**src/hdl/core_pkg.sv**
```systemverilog
package core_pkg;

	////////////////////
	// Widths
	////////////////////
	typedef logic [31:0] word_t;       // Register values, operands, memory data
	typedef logic [11:0] pc_t;         // Instruction byte address
	typedef logic [4:0]  reg_addr_t;   // Register index
	typedef logic [9:0]  dm_addr_t;    // Data memory word address
	typedef logic [9:0]  im_addr_t;    // Instruction memory word address

	localparam int IMEM_WORDS = 1024;
	localparam int DMEM_WORDS = 1024;

	localparam word_t NOP_INST = 32'h0000_0013;  // addi x0, x0, 0

	// Major opcodes of the supported subset
	typedef enum logic [6:0] {
		OP_LOAD  = 7'b0000011,
		OP_IMM   = 7'b0010011,
		OP_STORE = 7'b0100011,
		OP_REG   = 7'b0110011,
		OP_LUI   = 7'b0110111
	} opcode_t;

	typedef enum logic [3:0] {
		ALU_ADD,
		ALU_SUB,
		ALU_AND,
		ALU_OR,
		ALU_XOR,
		ALU_SLT,
		ALU_SLL,
		ALU_SRL,
		ALU_PASS_B    // LUI
	} alu_op_t;

	typedef enum logic {
		WB_ALU,
		WB_MEM
	} wb_sel_t;

	// Control word carried down the pipe
	typedef struct packed {
		alu_op_t alu_op;
		logic    use_imm;     // Operand B from immediate
		logic    reg_write;
		logic    mem_read;
		logic    mem_write;
		wb_sel_t wb_sel;
	} ctrl_t;

	// Bubble, nothing written anywhere
	localparam ctrl_t CTRL_NOP = '{
		alu_op:    ALU_ADD,
		use_imm:   1'b0,
		reg_write: 1'b0,
		mem_read:  1'b0,
		mem_write: 1'b0,
		wb_sel:    WB_ALU
	};

endpackage

```
**src/hdl/regfile.sv**
```systemverilog
`timescale 1ns/10ps

module regfile (
	input  logic                clk,
	input  logic                reset,
	input  logic                wr_en,
	input  core_pkg::reg_addr_t dest_addr,
	input  core_pkg::word_t     wr_data,
	input  core_pkg::reg_addr_t src1_addr,
	input  core_pkg::reg_addr_t src2_addr,
	output core_pkg::word_t     src1_out,
	output core_pkg::word_t     src2_out
);
	import core_pkg::*;

	word_t regs [32];

	always_ff @(posedge clk) begin
		if (reset) begin
			for (int i = 0; i < 32; i++) begin
				regs[i] <= '0;
			end
		end else if (wr_en && dest_addr != '0) begin   // x0 stays zero
			regs[dest_addr] <= wr_data;
		end
	end

	// Async reads, same-cycle WB write covered by forwarding
	assign src1_out = regs[src1_addr];
	assign src2_out = regs[src2_addr];

endmodule

```
**config.mk**
```make
export PLATFORM = sky130hd
export DESIGN_NAME = regfile
export DESIGN_NICKNAME = d
export VERILOG_FILES = /design/src/hdl/core_pkg.sv /design/src/hdl/regfile.sv
export SDC_FILE = /design/constraint.sdc
export NUM_CORES = 2
export LEC_CHECK = 0
export BUFFER_PORTS_ARGS = -buffer_cell sky130_fd_sc_hd__buf_2
export CELL_PAD_IN_SITES_DETAIL_PLACEMENT = 0
export CELL_PAD_IN_SITES_GLOBAL_PLACEMENT = 2
export CORE_UTILIZATION = 48
export CTS_CLUSTER_DIAMETER = 100
export DETAILED_ROUTE_END_ITERATION = 6
export HOLD_SLACK_MARGIN = 0.05
export PLACE_DENSITY = 0.88
export SYNTH_ARGS = -nofsm -noshare
export SYNTH_HDL_FRONTEND = slang
export SYNTH_SLANG_ARGS = --single-unit
```
**constraint.sdc**
```tcl
create_clock -name clk -period 3.2 [get_ports clk]
set_input_delay 0.48 -clock clk [delete_from_list [all_inputs] [get_ports clk]]
set_output_delay 0.48 -clock clk [all_outputs]
set_load 0.005 [all_outputs]
```
==> run_results.csv <==
group,metric,value,unit
run_status,status,"completed",
critical_path,cp-end-kind,"output port",
timing,tns,0,ns
yosys,syn_inst,4605,
clock_network,cts.path.max_buffers,3,
timing,finalCriticalPeriod,2.97,ns
timing,maxSlewViolCount,0,
yosys,yosys_register_bits,1024,
floorplanning,core_area,115000,um^2
critical_path,crit_slowest_cell,"a31oi_1",
layout,regMostFlops,"regs",
timing,timing.fmax,336,MHz
timing,setup_violations,0,
pwr,peakVddDrop,0.488,mV
clock_network,cts_hold_buf,0,
placement,routabilityCongestion,0.854,
floorplanning,die_height,343,um
routing,wirelength,199000,um
routing,remaining_drc_errors,0,
routing,drt-pass1-iter-count,6,
routing,num_vias,39742,
yosys,ys.flop_type,"edfxtp_1",
yosys,synth_area_leaders,"edfxtp_1, mux2i_1, and2_1, a22oi_1, a22o_1",
yosys,synth_async_sr_flop_share,0,%
critical_path,crit_fanout,2,
global_route,grt_pass1_vias,38993,
layout,largest_reg_flops,1024,
yosys,synthTopCellsByCount,"edfxtp_1, mux2i_1, and2_1, clkbuf_1, nand2_1",
routing,viasPerCell,6.34,
floorplanning,die_w,343,um
critical_path,critPathKind,"reg -> out",
timing,worst_slew_pin_slew,0.837,ns
routing,drt_iter0_drc,4564,
yosys,syn_avg_cell_area,12.1,um^2
clock_network,ctsRootBufferMaster,"clkbuf_16",
global_route,gr-usage-all-layers,33.4,%
clock_network,post_cts_buffers,0,
floorplanning,rows,124,
layout,num-nets-final,4697,
yosys,synth_area_leader_cell,"edfxtp_1",
timing,hold_ws,0.325,ns
pwr,power-per-cell-area,523,nW/um^2
yosys,synth_edf_count,1024,
timing,post-route-period-util,92.9,%
timing,relSlewSlack,44.2,%
critical_path,startpoint_type,"flop",
floorplanning,io_pins,114,
clock_network,cts_sinks,1024,
min_path,hold_class,"in -> reg",
critical_path,slowest_delay,0.50,ns
clock_network,cts.repair.resized,0,
layout,top_regs,"regs: 1024 flops",
critical_path,required,2.72,ns
clock_network,htreeDepth,3,
pwr,p_leak,24.8,nW
critical_path,cp_num_buf_inv,1,
global_route,grt_max_degree,64,
global_route,antenna_found_initial,18,
flow_run,drv_cap,0,
pwr,power,33.0,mW
yosys,seq_area_frac_synth,55.0,%
timing,rsz0062_at_grt,"no",
floorplanning,initial_core_util,48.6,%
floorplanning,dieArea,118000,um^2
critical_path,crit_arrival,2.49,ns
global_route,grt_pass1_wl,280000,um
clock_network,cts_tree,"yes",
routing,route.antenna.remaining_nets,0,
clock_network,clk_pin_slew,0.06,ns
yosys,syn-cell-area,55900,um^2
timing,hold_viol_final,0,
routing,drt-wirelength-per-cell,31.8,um
yosys,yosys_warnings,0,
placement,hpwl,115000,um
layout,drive_gt1_share,12.5,%
placement,io_buffers,113,
critical_path,cp_top_family,"compound AO/OA/AOI/OAI gates",
layout,finish.utilization,54.8,%
clock_network,cts_buffers,113,
yosys,synth_cell_type_count,29,
critical_path,path_cells,"mux2i_1 > a22o_1 > nor3_1 > a31oi_1 > nand3_1 > buf_2",
layout,syn_to_final_growth,12.7,%
yosys,synth_top_area_share,55.0,%
global_route,grt-ovfl-total,0,
logic make-up (layout without fill, tap and decap cells):
group                  after synthesis  after routing  share of synthesized area [%]
AND/OR/NAND/NOR                   1534           1534                           15.7
multiplexers                      1024           1024                           18.3
flip-flops                        1024           1024                           55.0
AO/OA/AOI/OAI                      576            576                           7.02
buffers and inverters              446            557                           3.90
other                                1             46                        0.00671
cells in the final DEF, fill, tap and decap left out:
cell type,count
nand2b_2,4
and2_1,992
nand2_2,2
a22oi_1,192
buf_4,145
conb_1,32
or2_2,33
nand3_2,1
or3b_4,2
bufinv_16,13
clkbuf_16,113
clkbuf_1,18
nand3b_2,1
inv_6,7
a31oi_1,64
or3_1,2
edfxtp_1,1024
nor2b_1,1
a22o_1,128
nor2b_4,4
inv_16,1
nand3b_1,3
buf_12,84
diode_2,14
a21oi_1,192
clkinvlp_4,7
mux2i_1,1024
nor3_1,64
clkinv_2,28
nand3_1,193
nand2b_1,1
buf_2,111
nand2_1,194
nor2_1,2
nor2_4,33
clkinv_1,28
buf_8,2
and2_4,2
cell type report:
class                   count  area, um^2
fillers                  9588       52000
flip-flops and latches   1024       30700
multi-input cells        3166       23300
repair buffers            342        3360
clock buffers             131        2900
well taps                1512        1890
clock inverters            84         769
diodes                     14        35.0
report_power, final:
group / internal (mW) / switching (mW)
Combinational: 1.44 / 2.56
Sequential: 15.5 / 0.389
Clock: 7.52 / 5.57
Total: 24.5 / 8.52
through the flow:
step / setup WS (ns) / instances / cell area, um^2
finish: 0.228 / 6273 / 63000
CTS: 0.305 / 6259 / 63000
detailed placement: 0.311 / 6044 / 59300
global route: 0.138 / 6262 / 63000
global placement: 0.274 / 6044 / 59300
floorplan: 1.08 / 4636 / 56000
final timing paths:
path	cells after the start	to	startpoint
worst max-delay path	6	src1_out[13]	regs[7][13]$_SDFFCE_PN0P_
worst min-delay path	2	regs[0][27]$_SDFFCE_PN0P_	reset
metal layers:
layer | global-route usage (%) | vias to the layer above | share of wire (%)
met1 | 45.3 | 20150 | 41
met4 | 14.4 | 4 | 4.0
met5 | 0 | - | 0.013
met2 | 52.1 | 2193 | 45
li1 | - | 16969 | -
met3 | 6.80 | 426 | 9.9
Power figures use the tool's default switching activity.
