===== src/hdl/core_pkg.sv =====
package core_pkg;

	////////////////////
	// Widths
	////////////////////
	typedef logic [31:0] word_t;       // Register values, operands, memory data
	typedef logic [11:0] pc_t;         // Instruction byte address
	typedef logic [4:0]  reg_addr_t;   // Register index
	typedef logic [9:0]  dm_addr_t;    // Data memory word address
	typedef logic [9:0]  im_addr_t;    // Instruction memory word address

	localparam int IMEM_WORDS = 1024;
	localparam int DMEM_WORDS = 1024;

	localparam word_t NOP_INST = 32'h0000_0013;  // addi x0, x0, 0

	// Major opcodes of the supported subset
	typedef enum logic [6:0] {
		OP_LOAD  = 7'b0000011,
		OP_IMM   = 7'b0010011,
		OP_STORE = 7'b0100011,
		OP_REG   = 7'b0110011,
		OP_LUI   = 7'b0110111
	} opcode_t;

	typedef enum logic [3:0] {
		ALU_ADD,
		ALU_SUB,
		ALU_AND,
		ALU_OR,
		ALU_XOR,
		ALU_SLT,
		ALU_SLL,
		ALU_SRL,
		ALU_PASS_B    // LUI
	} alu_op_t;

	typedef enum logic {
		WB_ALU,
		WB_MEM
	} wb_sel_t;

	// Control word carried down the pipe
	typedef struct packed {
		alu_op_t alu_op;
		logic    use_imm;     // Operand B from immediate
		logic    reg_write;
		logic    mem_read;
		logic    mem_write;
		wb_sel_t wb_sel;
	} ctrl_t;

	// Bubble, nothing written anywhere
	localparam ctrl_t CTRL_NOP = '{
		alu_op:    ALU_ADD,
		use_imm:   1'b0,
		reg_write: 1'b0,
		mem_read:  1'b0,
		mem_write: 1'b0,
		wb_sel:    WB_ALU
	};

endpackage


===== src/hdl/decoder.sv =====
`timescale 1ns/10ps

module decoder (
	input  core_pkg::word_t     inst,
	output core_pkg::ctrl_t     ctrl,
	output core_pkg::reg_addr_t rs1,
	output core_pkg::reg_addr_t rs2,
	output core_pkg::reg_addr_t rd,
	output logic                uses_rs2,
	output core_pkg::word_t     imm
);
	import core_pkg::*;

	opcode_t    opcode;
	logic [2:0] funct3;
	logic [6:0] funct7;
	logic       legal;
	logic       uses_rs1;
	word_t      imm_i;
	word_t      imm_s;
	word_t      imm_u;

	// Shared by register and immediate forms
	function automatic alu_op_t alu_sel(input logic [2:0] f3, input logic sub);
		case (f3)
			3'b000:  alu_sel = sub ? ALU_SUB : ALU_ADD;
			3'b001:  alu_sel = ALU_SLL;
			3'b010:  alu_sel = ALU_SLT;
			3'b100:  alu_sel = ALU_XOR;
			3'b101:  alu_sel = ALU_SRL;
			3'b110:  alu_sel = ALU_OR;
			default: alu_sel = ALU_AND;
		endcase
	endfunction

	assign opcode = opcode_t'(inst[6:0]);
	assign funct3 = inst[14:12];
	assign funct7 = inst[31:25];

	assign imm_i = {{20{inst[31]}}, inst[31:20]};
	assign imm_s = {{20{inst[31]}}, inst[31:25], inst[11:7]};
	assign imm_u = {inst[31:12], 12'b0};

	always_comb begin
		ctrl     = CTRL_NOP;
		imm      = '0;
		legal    = 1'b0;
		uses_rs1 = 1'b0;
		uses_rs2 = 1'b0;
		case (opcode)
			OP_IMM: begin
				// No SLTIU, no SRAI
				legal          = (funct3 != 3'b011) && (funct3[1:0] != 2'b01 || funct7 == 7'h00);
				ctrl.alu_op    = alu_sel(funct3, 1'b0);
				ctrl.use_imm   = 1'b1;
				ctrl.reg_write = 1'b1;
				uses_rs1       = 1'b1;
				imm            = imm_i;
			end
			OP_REG: begin
				// funct7 0x20 only for SUB
				legal = (funct3 != 3'b011)
					&& (funct7 == 7'h00 || (funct7 == 7'h20 && funct3 == 3'b000));
				ctrl.alu_op    = alu_sel(funct3, funct7[5]);
				ctrl.reg_write = 1'b1;
				uses_rs1       = 1'b1;
				uses_rs2       = 1'b1;
			end
			OP_LUI: begin
				legal          = 1'b1;
				ctrl.alu_op    = ALU_PASS_B;
				ctrl.use_imm   = 1'b1;
				ctrl.reg_write = 1'b1;
				imm            = imm_u;
			end
			OP_LOAD: begin
				legal          = (funct3 == 3'b010);   // LW only
				ctrl.use_imm   = 1'b1;
				ctrl.reg_write = 1'b1;
				ctrl.mem_read  = 1'b1;
				ctrl.wb_sel    = WB_MEM;
				uses_rs1       = 1'b1;
				imm            = imm_i;
			end
			OP_STORE: begin
				legal          = (funct3 == 3'b010);   // SW only
				ctrl.use_imm   = 1'b1;
				ctrl.mem_write = 1'b1;
				uses_rs1       = 1'b1;
				uses_rs2       = 1'b1;                 // Store data
				imm            = imm_s;
			end
			default: legal = 1'b0;
		endcase
		if (!legal) begin
			ctrl     = CTRL_NOP;   // Illegal word becomes a bubble
			uses_rs1 = 1'b0;
			uses_rs2 = 1'b0;
		end
	end

	// Unused rs1 reads x0 so it never matches a hazard
	assign rs1 = uses_rs1 ? inst[19:15] : '0;
	assign rs2 = inst[24:20];
	assign rd  = inst[11:7];

endmodule


===== config.mk =====
export PLATFORM = sky130hd
export DESIGN_NAME = decoder
export DESIGN_NICKNAME = d
export VERILOG_FILES = /design/src/hdl/core_pkg.sv /design/src/hdl/decoder.sv
export SDC_FILE = /design/constraint.sdc
export NUM_CORES = 1
export LEC_CHECK = 0
export BUFFER_PORTS_ARGS = -buffer_cell sky130_fd_sc_hd__buf_2
export CORE_ASPECT_RATIO = 0.9
export CORE_MARGIN = 2
export CORE_UTILIZATION = 31
export DETAILED_ROUTE_END_ITERATION = 10
export GPL_ROUTABILITY_DRIVEN = 0
export PLACE_DENSITY = 0.81
export SETUP_SLACK_MARGIN = 0.5
export SKIP_LAST_GASP = 1
export SLEW_MARGIN = 20
export SYNTH_ARGS = -nofsm -noshare
export SYNTH_HDL_FRONTEND = slang
export SYNTH_SLANG_ARGS = --single-unit

===== constraint.sdc =====
create_clock -name vclk -period 0.9
set_input_delay 0 -clock vclk [all_inputs]
set_output_delay 0 -clock vclk [all_outputs]
set_load 0.01 [all_outputs]

==> metrics.yaml <==
status: "finished, violations left"
violations: "setup timing"
dieWidth_microns: 54.8
grt_setup_unrepaired: "yes"
fin_nets: 236
syn_nets: 130
pre_cts_ws_ns: -0.345
maxCapViolCount: 0
drc: 0
die-area_sq_um: 2720
areaGrowthSynthToFinish_pct: 135
grt_antenna_before_repair: 0
max_slew_margin_pct: 78.2
grt_pass1_vias: 1103
vias: 1175
synth_area_sq_um: 719
critPathArrivalTime_ns: 1.23
ir_drop_uv: 239
hold_slack_ns: 0.209
tns_ns: -11.66
grt_max_degree: 21
routed_wl_microns: 3710
postLayoutCellArea_sq_um: 1690
post-route-period-util_pct: 137
p_per_area_nw_per_um2: 283
fillCellCount: 153
crit_fanout: 3
finalNonFillerCells: 229
drt-wirelength-per-cell_microns: 16.2
ant_nets: 0
vias_per_cell: 5.13
crit_path_end: "uses_rs2"
yosys_warnings: 0
synth_cell_types: 30
cp-startpoint: "inst[28]"
crit_path_end_kind: "output port"
total_leakage_power_nw: 1.02
overflow: 0
syn_inst: 98
row_count: 16
diodes: 0
required_ns: 0.90
grt_usage_pct: 23.2
hold_viol: 0
dp_hpwl_microns: 2380
worstSetupPathType: "in2out"
syn_avg_cell_area_sq_um: 7.34
ys_seq_area_share_pct: 0
io_pins: 89
drv_slew: 0
synth_top_cell_area_share_pct: 19.8
clock.fmax_mhz: 810
drive_gt1_share_pct: 79.7
core_sq_um: 2180
worstMarginPinSlew_ns: 0.325
initial_core_util_pct: 33.0
hold_path.class: "in2out"
drt_pass1_iterations: 4
place_inst: 217
yosysTopAreaCell: "a21o_1"
drtIter0Drc: 33
startpoint_type: "primary input"
min_period_ns: 1.23
seq_cell_count: 0
p_total_mw: 0.479
hold_buffers: 0
finalWorstSetupSlack_ns: -0.334
setup_violations: 47
grt_pass1_wl_microns: 4870
postPlaceCellArea_sq_um: 1280
synth_area_leaders: "a21o_1, buf_4, and2_1, buf_6, nor2_1"
regArea_sq_um: 0
fp.dieH_microns: 49.7
fin_util_pct: 77.5
nClkBuffers: 0
numPortBuffers: 89
cells by family after synthesis:
kind of cell / count (synthesis) / synth area share [%]
AOI/OAI and AO/OA: 38 / 41.0
xor gates and xnor gates: 1 / 1.22
buffers and inverters: 22 / 22.6
and+or+nand+nor: 37 / 35.1
worst min-delay path by stage:
stage                   from     to  slack, ns  cells past startpoint
floorplan            inst[7]  rd[0]       0.09                      1
global placement    inst[11]  rd[4]       0.20                      2
detailed placement  inst[11]  rd[4]       0.21                      2
CTS                 inst[11]  rd[4]       0.21                      2
global route        inst[11]  rd[4]       0.22                      2
finish               inst[8]  rd[1]       0.21                      2
critical path: stages:
cell and delay (ns):
buf_8 0.10, nor4_4 0.30, buf_4 0.16, a32o_2 0.21, a21oi_1 0.12, nor3_2 0.19
buf_2 0.16
timing repair:
action,in CTS,in global routing
resized for setup,32,40
gates cloned,0,4
setup endpoints to repair,47,47
pin swaps,17,18
buffers inserted,2,6
synth_stat cells, drive strengths merged, types with 2 or more instances:
cell type and n:
a21o 19, buf 18, and2 14, nor2 12
a22oi 5, a21oi 4, inv 4, a211oi 3
nand2b 2, nand3 2, nor4 2
cell type report:
class / count / area, sq um / area share, %
multi-input cells: 78 / 743 / 43.9
repair buffers: 120 / 897 / 53.0
inverters: 4 / 17.5 / 1.04
well taps: 27 / 33.8 / 2.00
metal layers:
layer / vias up / wire length (microns) / GRT usage [%]
li1: 549 / - / -
met3: 10 / 231 / 1.82
met2: 61 / 2030 / 42.9
met4: 0 / 63 / 7.08
met5: - / 0 / 0
met1: 555 / 1390 / 27.0
cells in the final DEF, fill, tap and decap left out, types with 3 or more instances in the layout:
cell / count
buf_2: 64
buf_6: 31
buf_4: 21
a21o_1: 19
and2_4: 13
nor2_4: 7
a22oi_1: 5
nor2_2: 3
where the power goes:
group	switching [mW]	internal (mW)	leakage (nW)
Combinational	0.241	0.238	1.02
Clock	0	0	0
Sequential	0	0	0
Total	0.241	0.238	1.02
Note: power is estimated with default switching activity, not from simulation.
