`config.mk`:
```
export PLATFORM = sky130hd
export DESIGN_NAME = alu
export DESIGN_NICKNAME = d
export VERILOG_FILES = /design/src/hdl/core_pkg.sv /design/src/hdl/alu.sv
export SDC_FILE = /design/constraint.sdc
export NUM_CORES = 1
export LEC_CHECK = 0
export BUFFER_PORTS_ARGS = -buffer_cell sky130_fd_sc_hd__buf_2
export CAP_MARGIN = 20
export CORE_ASPECT_RATIO = 1.75
export CORE_UTILIZATION = 68
export DETAILED_ROUTE_END_ITERATION = 8
export MAX_ROUTING_LAYER = met4
export PLACE_DENSITY_LB_ADDON = 0.15
export SYNTH_ARGS = -nofsm -noshare
export SYNTH_HDL_FRONTEND = slang
export SYNTH_SLANG_ARGS = --single-unit
```
`constraint.sdc`:
```
create_clock -name vclk -period 12.7
set_input_delay 1.27 -clock vclk [all_inputs]
set_output_delay 1.27 -clock vclk [all_outputs]
set_load 0.1 [all_outputs]
```
`src/hdl/core_pkg.sv`:
```
package core_pkg;

	////////////////////
	// Widths
	////////////////////
	typedef logic [31:0] word_t;       // Register values, operands, memory data
	typedef logic [11:0] pc_t;         // Instruction byte address
	typedef logic [4:0]  reg_addr_t;   // Register index
	typedef logic [9:0]  dm_addr_t;    // Data memory word address
	typedef logic [9:0]  im_addr_t;    // Instruction memory word address

	localparam int IMEM_WORDS = 1024;
	localparam int DMEM_WORDS = 1024;

	localparam word_t NOP_INST = 32'h0000_0013;  // addi x0, x0, 0

	// Major opcodes of the supported subset
	typedef enum logic [6:0] {
		OP_LOAD  = 7'b0000011,
		OP_IMM   = 7'b0010011,
		OP_STORE = 7'b0100011,
		OP_REG   = 7'b0110011,
		OP_LUI   = 7'b0110111
	} opcode_t;

	typedef enum logic [3:0] {
		ALU_ADD,
		ALU_SUB,
		ALU_AND,
		ALU_OR,
		ALU_XOR,
		ALU_SLT,
		ALU_SLL,
		ALU_SRL,
		ALU_PASS_B    // LUI
	} alu_op_t;

	typedef enum logic {
		WB_ALU,
		WB_MEM
	} wb_sel_t;

	// Control word carried down the pipe
	typedef struct packed {
		alu_op_t alu_op;
		logic    use_imm;     // Operand B from immediate
		logic    reg_write;
		logic    mem_read;
		logic    mem_write;
		wb_sel_t wb_sel;
	} ctrl_t;

	// Bubble, nothing written anywhere
	localparam ctrl_t CTRL_NOP = '{
		alu_op:    ALU_ADD,
		use_imm:   1'b0,
		reg_write: 1'b0,
		mem_read:  1'b0,
		mem_write: 1'b0,
		wb_sel:    WB_ALU
	};

endpackage

```
`src/hdl/alu.sv`:
```
`timescale 1ns/10ps

module alu (
	input  core_pkg::word_t   op_a,
	input  core_pkg::word_t   op_b,
	input  core_pkg::alu_op_t alu_op,
	output core_pkg::word_t   res
);
	import core_pkg::*;

	logic [4:0] shamt;

	assign shamt = op_b[4:0];   // Shift amount masked to 5 bits

	always_comb begin
		case (alu_op)
			ALU_ADD:    res = op_a + op_b;   // Also load/store address
			ALU_SUB:    res = op_a - op_b;
			ALU_AND:    res = op_a & op_b;
			ALU_OR:     res = op_a | op_b;
			ALU_XOR:    res = op_a ^ op_b;
			ALU_SLT:    res = {31'b0, $signed(op_a) < $signed(op_b)};
			ALU_SLL:    res = op_a << shamt;
			ALU_SRL:    res = op_a >> shamt;    // Logical
			ALU_PASS_B: res = op_b;             // LUI immediate
			default:    res = '0;
		endcase
	end

endmodule

```
==> results of run 1 <==
-- logic make-up after synthesis --
| family | synth area share |
|---|---|
| muxes | 0.158 |
| AOI/OAI and AO/OA | 0.387 |
| adders and majority gates | 0.150 |
| xor gates and xnor gates | 0.00733 |
| buffers and inverters | 0.0949 |
| and+or+nand+nor | 0.203 |
-- per-layer routing --
| metal | GRT overflow | GRT usage |
|---|---|---|
| met3 | 0 | 0.262 |
| met4 | 2 | 0.699 |
| met1 | 0 | 0.656 |
| met5 | - | - |
| met2 | 2 | 0.903 |
-- stage by stage --
step | instance area (µm²) | hold slack, ns | worst slack, ns | std cells
after CTS | 8820 | 3.34 | 6.13 | 1453
after detailed placement | 8820 | 3.33 | 6.14 | 1453
after global placement | 8820 | 3.33 | 6.21 | 1453
after floorplan | 8370 | 3.32 | 4.97 | 1270
==> run metrics, run 1 <==
first-pass GRT wire length 61700 µm; Tot GR Track Use 0.652; Post-CTS Hold Buffers 0; most numerous cell in the Yosys netlist nor2_1; Mapped Cells 1270; Fail Step global routing; Post-CTS Setup Bufs 0; Synth cell types 77; status aborted with a tool error; Yosys Warn Count 0; gr ovfl total 4; leading area contributor after synthesis ha_1; Mapped Avg Cell Area 6.59 µm²; Syn Nets 1437; largest cells by area after synthesis ha_1 (15%), a21oi_1 (8.0%), nor2_1 (7.4%); largest net degree at the start of global routing 73; Seq/Total Area, Yosys 0; post-CTS sizing 0; Initial Utilization 0.697; Synth top area share 0.145; chip width 85.9 µm; die span in y 149 µm; vias in the first global route 10.9k; Core Rows 53; Commonest cells post-synth nor2_1 (164), a21oi_1 (133), ha_1 (97), nand2_1 (96), inv_1 (95); Synth Cell Area 8370 µm²; Tool Error [ERROR GRT-0116] Global routing finished with congestion. Check the congestion regions in the DRC Viewer.; Boundary Pins 100; IO Port Bufs 100; Placer Congestion roughly 1.3; hpwl dp 29600 µm
==> run 2: changes to the inputs <==
--- a/config.mk
+++ b/config.mk
@@ -7,10 +7,8 @@
 export LEC_CHECK = 0
 export BUFFER_PORTS_ARGS = -buffer_cell sky130_fd_sc_hd__buf_2
 export CAP_MARGIN = 20
-export CORE_ASPECT_RATIO = 1.75
-export CORE_UTILIZATION = 68
+export CORE_UTILIZATION = 40
 export DETAILED_ROUTE_END_ITERATION = 8
-export MAX_ROUTING_LAYER = met4
 export PLACE_DENSITY_LB_ADDON = 0.15
 export SYNTH_ARGS = -nofsm -noshare
 export SYNTH_HDL_FRONTEND = slang
==> run 2 against run 1 <==
- the flow now finishes without violations
- area after synthesis stayed put
- synthesized cell count stayed put
==> run metrics, run 2 <==
Crit-path slowest cell a2111oi_0; Die Area 21500 µm²; Core Util, Final 0.441; DRC Markers 0; hpwl dp 32000 µm (was 29600 µm); Setup crit end kind output port; Boundary Pins 100 (unchanged); Final Max Tran Viols 0; # nets final 1460; Initial Utilization 0.411 (was 0.697); Final Hold Viols 0; total number of vias 10.7k; Hold Crit Start op_b[7]; Fmax 0.144 GHz; post-DR wirelength/cell 26.3 µm; Post-CTS Setup Bufs 0 (unchanged); worst-margin pin slew between 1 and 1.5 ns; crit path time final between 6 and 7 ns; Mapped Cells 1270 (unchanged); DRT iter0 DRCs 1326; Post-CTS Hold Buffers 0 (unchanged); CLK BUF 0; Placer Congestion 1.05 (was 1.25); worst hold path class primary input to output port; die span in y 147 µm (was 149 µm); Core Rows 52 (was 53); post-CTS sizing 0 (unchanged); Seq/Total Area, Yosys 0 (unchanged); final antenna-violating net count 0; Startpoint Class primary input; Syn Nets 1437 (unchanged); crit path kind primary input to output port; status completed (was aborted with a tool error); Synth Cell Area 8370 µm² (unchanged); Yosys Warn Count 0 (unchanged); Cell Chain, Critical Path buf_2, buf_4, inv_2, ha_1, nor2b_1, a2111oi_0, a211oi_1, a21oi_2, o21ai_2, a2111oi_0, nor2_1, mux2i_1, nand3_1, buf_2; most numerous cell in the Yosys netlist nor2_1 (unchanged); unrepaired setup endpoints after global routing no; leading area contributor after synthesis ha_1 (unchanged); layout cell share with drive strength beyond 1 0.146; worst endpoint required time 11.43 ns; DR pass1 iterations 6; IO Port Bufs 100 (unchanged); Sum Neg Setup Slack 0 ns; Synth top area share 0.145 (unchanged); final setup violation count 0; WP data arrival 5.66 ns; CP peak stage delay 0.59 ns; antenna violations before repair 2; Max-Cap Viols 0; commonest non-fill, non-tap cell in the layout nor2_1; first-pass GRT wire length roughly 60000 µm; largest cells by area after synthesis ha_1 (15%), a21oi_1 (8.0%), nor2_1 (7.4%) (unchanged); routed wire length 41100 µm; crit path launch op_b[3]; Vias per Instance 6.84; Commonest cells post-synth nor2_1 (164), a21oi_1 (133), ha_1 (97), nand2_1 (96), inv_1 (95) (unchanged); Synth cell types 77 (unchanged); most frequent cells in the layout nor2_1 (164), a21oi_1 (133), buf_2 (99); flip-flop and latch count 0; Final Cycle Share 0.546; core area 20400 µm²; Tot GR Track Use 0.373; Mapped Avg Cell Area 6.59 µm² (unchanged); CP max FO between 70 and 80; largest net degree at the start of global routing 73; Fill cells 2196; Sequential Area 0 µm²; P&R area growth vs syn 7.21%; Slew HR 0.220; gr ovfl total 0; chip width 147 µm (was 85.9 µm); vias in the first global route 9713
## run 2: cell counts after synthesis
Identical to the previous run, type by type.
## run 2: layout make-up
type	instances	area (µm²)	share of cell area
well taps	270	338	0.0377
diodes	1	2.50	0.000279
inverters	100	375	0.0418
multi-input cells	1071	7600	0.847
repair buffers	120	653	0.0728
## run 2: logic make-up (layout without fill, tap and decap cells)
family | Yosys count | in the layout | synth area share
AOI/OAI and AO/OA | 482 | 482 | 0.387
adders and majority gates | 99 | 99 | 0.150
muxes | 101 | 101 | 0.158
xor gates and xnor gates | 7 | 7 | 0.00733
buffers and inverters | 199 | 220 | 0.0949
and+or+nand+nor | 382 | 382 | 0.203
other | 0 | 1 | 0
## run 2: critical path, delay by kind of cell
kind	cells	cell delay, ns
AO/OA/AOI/OAI	5	1.95
buffers and inverters	4	1.52
AND/OR/NAND/NOR	3	0.41
adder cells (fa/ha/maj)	1	0.33
multiplexers	1	0.15
## run 2: through the flow
step                cell area (µm²)  hold WS (ns)  instances  setup slack, ns
floorplan                      8370          3.32       1270             4.97
global placement               8970          3.32       1561             5.95
detailed placement             8970          3.32       1561             6.03
CTS                            8970          3.32       1561             5.99
global route                   8970          3.37       1561             5.54
finish                         8970          3.32       1562             5.77
## run 2: worst paths after layout
path	endpoint	depth (start not counted)
worst max-delay path	res[31]	14
worst min-delay path	res[7]	5
## run 2: metal layers
metal,global-route usage,wire (µm)
met3,0.0581,4830
met2,0.536,16900
met5,0,0
met4,0.0948,1210
met1,0.565,18100
