--- src/hdl/core_pkg.sv ---
package core_pkg;

	////////////////////
	// Widths
	////////////////////
	typedef logic [31:0] word_t;       // Register values, operands, memory data
	typedef logic [11:0] pc_t;         // Instruction byte address
	typedef logic [4:0]  reg_addr_t;   // Register index
	typedef logic [9:0]  dm_addr_t;    // Data memory word address
	typedef logic [9:0]  im_addr_t;    // Instruction memory word address

	localparam int IMEM_WORDS = 1024;
	localparam int DMEM_WORDS = 1024;

	localparam word_t NOP_INST = 32'h0000_0013;  // addi x0, x0, 0

	// Major opcodes of the supported subset
	typedef enum logic [6:0] {
		OP_LOAD  = 7'b0000011,
		OP_IMM   = 7'b0010011,
		OP_STORE = 7'b0100011,
		OP_REG   = 7'b0110011,
		OP_LUI   = 7'b0110111
	} opcode_t;

	typedef enum logic [3:0] {
		ALU_ADD,
		ALU_SUB,
		ALU_AND,
		ALU_OR,
		ALU_XOR,
		ALU_SLT,
		ALU_SLL,
		ALU_SRL,
		ALU_PASS_B    // LUI
	} alu_op_t;

	typedef enum logic {
		WB_ALU,
		WB_MEM
	} wb_sel_t;

	// Control word carried down the pipe
	typedef struct packed {
		alu_op_t alu_op;
		logic    use_imm;     // Operand B from immediate
		logic    reg_write;
		logic    mem_read;
		logic    mem_write;
		wb_sel_t wb_sel;
	} ctrl_t;

	// Bubble, nothing written anywhere
	localparam ctrl_t CTRL_NOP = '{
		alu_op:    ALU_ADD,
		use_imm:   1'b0,
		reg_write: 1'b0,
		mem_read:  1'b0,
		mem_write: 1'b0,
		wb_sel:    WB_ALU
	};

endpackage

--- src/hdl/core_if.sv ---
`timescale 1ns/10ps

interface forward_if;
	import core_pkg::*;

	// EXE stage
	reg_addr_t exe_rd;
	logic      exe_reg_write;
	word_t     exe_result;     // ALU output
	logic      exe_mem_read;   // Load in EXE, result not ready yet

	// MEM stage
	reg_addr_t mem_rd;
	logic      mem_reg_write;
	word_t     mem_result;     // Load data or ALU result

	// WB stage
	reg_addr_t wb_rd;
	logic      wb_reg_write;
	word_t     wb_result;      // Final write data

	modport producer (
		output exe_rd, exe_reg_write, exe_result, exe_mem_read,
		output mem_rd, mem_reg_write, mem_result,
		output wb_rd, wb_reg_write, wb_result
	);

	modport consumer (
		input exe_rd, exe_reg_write, exe_result, exe_mem_read,
		input mem_rd, mem_reg_write, mem_result,
		input wb_rd, wb_reg_write, wb_result
	);

endinterface

--- src/hdl/operand_forward.sv ---
`timescale 1ns/10ps

module operand_forward (
	forward_if.consumer         fwd,
	input  core_pkg::reg_addr_t rs1,
	input  core_pkg::reg_addr_t rs2,
	input  logic                uses_rs2,
	input  core_pkg::word_t     rf_a,
	input  core_pkg::word_t     rf_b,
	output core_pkg::word_t     op_a,
	output core_pkg::word_t     op_b,
	output logic                stall
);
	import core_pkg::*;

	logic exe_hit_a;
	logic exe_hit_b;
	logic mem_hit_a;
	logic mem_hit_b;
	logic wb_hit_a;
	logic wb_hit_b;

	// Producer writes the nonzero source register
	function automatic logic hit(input reg_addr_t rd, input logic we, input reg_addr_t src);
		hit = we && (rd == src) && (src != '0);
	endfunction

	assign exe_hit_a = hit(fwd.exe_rd, fwd.exe_reg_write, rs1);
	assign exe_hit_b = hit(fwd.exe_rd, fwd.exe_reg_write, rs2);
	assign mem_hit_a = hit(fwd.mem_rd, fwd.mem_reg_write, rs1);
	assign mem_hit_b = hit(fwd.mem_rd, fwd.mem_reg_write, rs2);
	assign wb_hit_a  = hit(fwd.wb_rd, fwd.wb_reg_write, rs1);
	assign wb_hit_b  = hit(fwd.wb_rd, fwd.wb_reg_write, rs2);

	// Youngest producer first
	assign op_a = exe_hit_a ? fwd.exe_result :
	              mem_hit_a ? fwd.mem_result :
	              wb_hit_a  ? fwd.wb_result  : rf_a;
	assign op_b = exe_hit_b ? fwd.exe_result :
	              mem_hit_b ? fwd.mem_result :
	              wb_hit_b  ? fwd.wb_result  : rf_b;

	// Load data only exists from MEM on, so hold decode one cycle
	assign stall = fwd.exe_mem_read && (exe_hit_a || (uses_rs2 && exe_hit_b));

endmodule

--- src/flat_wrapper.sv ---
// flat-port wrapper written by rule: the top's interface ports become plain ports
module operand_forward_flat import core_pkg::*;
  (rs1, rs2, uses_rs2, rf_a, rf_b, op_a, op_b, stall, fwd_exe_rd, fwd_exe_reg_write, fwd_exe_result, fwd_exe_mem_read, fwd_mem_rd, fwd_mem_reg_write, fwd_mem_result, fwd_wb_rd, fwd_wb_reg_write, fwd_wb_result);
  forward_if fwd_i ();
  input  core_pkg::reg_addr_t rs1;
  input  core_pkg::reg_addr_t rs2;
  input  logic uses_rs2;
  input  core_pkg::word_t rf_a;
  input  core_pkg::word_t rf_b;
  output core_pkg::word_t op_a;
  output core_pkg::word_t op_b;
  output logic stall;
  input wire logic [$bits(fwd_i.exe_rd)-1:0] fwd_exe_rd;
  input wire logic [$bits(fwd_i.exe_reg_write)-1:0] fwd_exe_reg_write;
  input wire logic [$bits(fwd_i.exe_result)-1:0] fwd_exe_result;
  input wire logic [$bits(fwd_i.exe_mem_read)-1:0] fwd_exe_mem_read;
  input wire logic [$bits(fwd_i.mem_rd)-1:0] fwd_mem_rd;
  input wire logic [$bits(fwd_i.mem_reg_write)-1:0] fwd_mem_reg_write;
  input wire logic [$bits(fwd_i.mem_result)-1:0] fwd_mem_result;
  input wire logic [$bits(fwd_i.wb_rd)-1:0] fwd_wb_rd;
  input wire logic [$bits(fwd_i.wb_reg_write)-1:0] fwd_wb_reg_write;
  input wire logic [$bits(fwd_i.wb_result)-1:0] fwd_wb_result;
  assign fwd_i.exe_rd = fwd_exe_rd;
  assign fwd_i.exe_reg_write = fwd_exe_reg_write;
  assign fwd_i.exe_result = fwd_exe_result;
  assign fwd_i.exe_mem_read = fwd_exe_mem_read;
  assign fwd_i.mem_rd = fwd_mem_rd;
  assign fwd_i.mem_reg_write = fwd_mem_reg_write;
  assign fwd_i.mem_result = fwd_mem_result;
  assign fwd_i.wb_rd = fwd_wb_rd;
  assign fwd_i.wb_reg_write = fwd_wb_reg_write;
  assign fwd_i.wb_result = fwd_wb_result;
  operand_forward u_core (.fwd(fwd_i), .rs1(rs1), .rs2(rs2), .uses_rs2(uses_rs2), .rf_a(rf_a), .rf_b(rf_b), .op_a(op_a), .op_b(op_b), .stall(stall));
endmodule
--- config.mk ---
export PLATFORM = sky130hd
export DESIGN_NAME = operand_forward_flat
export DESIGN_NICKNAME = d
export VERILOG_FILES = /design/src/hdl/core_pkg.sv /design/src/hdl/core_if.sv /design/src/hdl/operand_forward.sv /design/src/flat_wrapper.sv
export SDC_FILE = /design/constraint.sdc
export NUM_CORES = 1
export LEC_CHECK = 0
export BUFFER_PORTS_ARGS = -buffer_cell sky130_fd_sc_hd__buf_2
export CORE_MARGIN = 4
export CORE_UTILIZATION = 25
export DETAILED_ROUTE_END_ITERATION = 7
export RECOVER_POWER = 25
export SLEW_MARGIN = 20
export SYNTH_ARGS = -nofsm -noshare
export SYNTH_HDL_FRONTEND = slang
export SYNTH_SLANG_ARGS = --single-unit
--- constraint.sdc ---
create_clock -name vclk -period 2.2
set_input_delay 0.11 -clock vclk [all_inputs]
set_output_delay 0.11 -clock vclk [all_outputs]
set_load 0.03 [all_outputs]
==> summary.txt <==
Pwr
  – P per Cell Area: between 150 and 200 nW/um2
  – Sw frac: 0.566
  – Reported net switching power: between 0.0005 and 0.0006 W
  – Leakage: between 2 and 2.5 nW
  – Int Pwr: just under 0.0004 W
  – Sequential power share: 0
  – Peak supply drop: 0.0850 mV
  – Gate power share: 1.000
  – Clk pwr share: 0

Setup path
  – Slowest CP cell: or4_4
  – Ordered cell list for the critical path: buf_8, or4_4, nor3b_4, o2111ai_4, buf_12, buf_8, buf_16, mux2i_2, a211oi_2, buf_4
  – WS Path Type: in -> out
  – WP data required: 2090 ps
  – Setup crit start kind: input pin
  – Slowest stage delay, CP: about 550 ps
  – Most used cell, CP: buf_8
  – Crit path capture type: output pin
  – Worst path arrival time: ~2100 ps
  – CP max FO: 8

Final layout
  – Storage cell area: 0 um2
  – Area grow syn2layout: 71.6%
  – N_diodes: 0
  – Nets: between 800 and 900
  – Final Cell Area: 4500 um2
  – Clock tree buffer count of the final layout: 0
  – Fraction of layout cells with a size suffix above 1: 0.554
  – Final sequential cell count: 0

Detailed routing
  – Iteration-0 DRC Markers: about 260
  – Via count: 3,995
  – Routed Antenna Nets: 0
  – Wire per inst: ~18 um
  – DR DRC count: 0
  – WL final: between 10 and 15 mm
  – Length of the first detailed-routing pass in iterations: 5
  – Via-per-instance ratio: about 5.2

STA
  – Period minus WS final: 2160 ps
  – Unrepaired setup endpoints after global routing: true
  – Min Hold Slack: between 600 and 700 ps
  – Crit share post-route: 0.983
  – Fmax: around 460 MHz
  – Hold Vio Cnt, Final: 0
  – PnR worst setup slack: 38.4 ps
  – Actual slew at the worst max-slew pin: 650 ps
  – Slew Limit Fails: 0
  – # setup viols final: 0
  – Max-slew headroom: 0.565

Floorplan
  – Die Height: roughly 110 um
  – Die Wd: approximately 110 um
  – Die area: around 12,000 um2
  – Starting Density: 0.255
  – Row Count: 37
  – Ports: between 200 and 300
  – Core footprint: about 10,000 um2

Global route
  – Largest net degree at the start of global routing: 19
  – First-pass GRT wire length: between 15 and 20 mm
  – Vias in the first global route: ~4,000
  – GRT Resource Usage Total: 0.196
  – Remaining Overflow, GRT: 0
  – Initial antenna violation count: 0

Synthesis
  – Yosys Warn Count: 0
  – Synth unique cells: 37
  – Syn Nets: around 550
  – Seq/Total Area, Yosys: 0
  – Mapped Area: 2620 um2
  – Mapped Cells: between 300 and 400
  – Syn avg cell area: 7.22 um2

Placement
  – Placed Area: around 4200 um2
  – # port buffers: 255
  – Post-placement setup slack: -110 ps
  – Routability congestion estimate: around 0.87
  – HPWL Detailed: roughly 11 mm

Hold path
  – Min-delay src: fwd_exe_mem_read
  – Hold path cells: 3
  – Hold endpoint: stall
  – HP Class: in -> out

Run status
  – Status: complete, no violations

Run
  – Max-Cap Viols: 0
## per-layer routing
metal / up-vias / track usage / wire length, um
met5: - / 0 / 0
met1: 1860 / 0.214 / 5190
met3: 24 / 0.0268 / 1220
li1: 1890 / - / -
met4: 0 / 0.0431 / 233
met2: 221 / 0.395 / 7260
## power groups by stage
stage / Clock, W / Combinational [W] / Sequential, W
final: 0 / 0.000893 / 0
after global placement: 0 / 0.000828 / 0
after global routing: 0 / 0.000947 / 0
after floorplan: 0 / 0.000456 / 0
after CTS: 0 / 0.000865 / 0
after detailed placement: 0 / 0.000840 / 0
## worst max path at each step
stage | startpoint | end | slack [ps] | cells after the start
after floorplan | rs1[1] | op_a[22] | 10 | 7
after global placement | rs2[3] | op_b[1] | -80 | 8
after detailed placement | rs2[3] | op_b[1] | -110 | 8
after CTS | rs2[0] | op_b[2] | -20 | 8
after global routing | rs2[4] | op_b[8] | -20 | 10
final | rs2[4] | op_b[8] | 40 | 10
## cells in the mapped netlist (all sizes together)
cell type | count | share of area
nor2 | 65 | 0.093
and3 | 1 | 0.0029
o21ai | 6 | 0.011
nand2b | 4 | 0.0095
xor2 | 11 | 0.037
mux2i | 62 | 0.24
a211oi | 62 | 0.23
and2 | 7 | 0.017
clkbuf | 13 | 0.020
nor3b | 1 | 0.0072
xnor2 | 13 | 0.043
or2 | 2 | 0.0048
nor3 | 63 | 0.12
o21a | 1 | 0.0029
nand2 | 8 | 0.011
o2111ai | 2 | 0.016
nor4 | 6 | 0.017
dlymetal6s2s | 2 | 0.0095
nand4 | 1 | 0.0024
a221oi | 2 | 0.0067
or4 | 2 | 0.0072
nand3 | 2 | 0.0038
a21oi | 3 | 0.0057
buf | 19 | 0.066
or3 | 1 | 0.0024
nor2b | 2 | 0.0048
and4 | 2 | 0.0067
## logic make-up after synthesis
| kind of cell | Yosys count | synth area share |
|---|---|---|
| AOI/OAI and AO/OA | 76 | 0.277 |
| muxes | 62 | 0.237 |
| xor gates and xnor gates | 24 | 0.0802 |
| buffers and inverters | 34 | 0.0959 |
| and+or+nand+nor | 167 | 0.310 |
## stage by stage
step	setup TNS (ps)	utilization	std cells	power, W
2_1_floorplan	0	-	363	0.000456
3_3_place_gp	-1510	0.407	752	0.000828
3_5_place_dp	-2160	0.407	752	0.000840
4_1_cts	-103	0.421	757	0.000865
5_1_grt	-154	0.438	762	0.000947
6_report	0	0.438	762	0.000893
## cells in the final DEF (no fill, tap or decap), drive strengths merged, types with 3 or more instances in the layout
| master | instances |
|---|---|
| nand2 | 8 |
| xor2 | 11 |
| a211oi | 62 |
| o21ai | 6 |
| and2 | 7 |
| a21oi | 3 |
| nand2b | 4 |
| nor2 | 65 |
| nor3 | 63 |
| buf | 280 |
| nor4 | 6 |
| xnor2 | 13 |
| clkbuf | 17 |
| mux2i | 62 |
## critical path: cells and delay by family
family                 cells  cell delay, ps
and+or+nand+nor            2             730
buffers and inverters      5             650
AOI/OAI and AO/OA          2             310
muxes                      1             230
## area by class of cell
type	instances	area, um2
well taps	136	170
repair buffers	297	1870
multi-input cells	329	2460
fillers	1056	5780
## timing repair
| action | CTS | global route |
|---|---|---|
| setup endpoints to repair | 31 | 37 |
| setup buffers | 4 | 4 |
| hold buffers | 0 | 0 |
| endpoints found under the hold margin | 0 | 0 |
| resized for setup | 19 | 34 |
| cloned | 2 | 1 |
| pin swaps | 3 | 14 |
No activity file was read; power rests on OpenSTA's default activity.
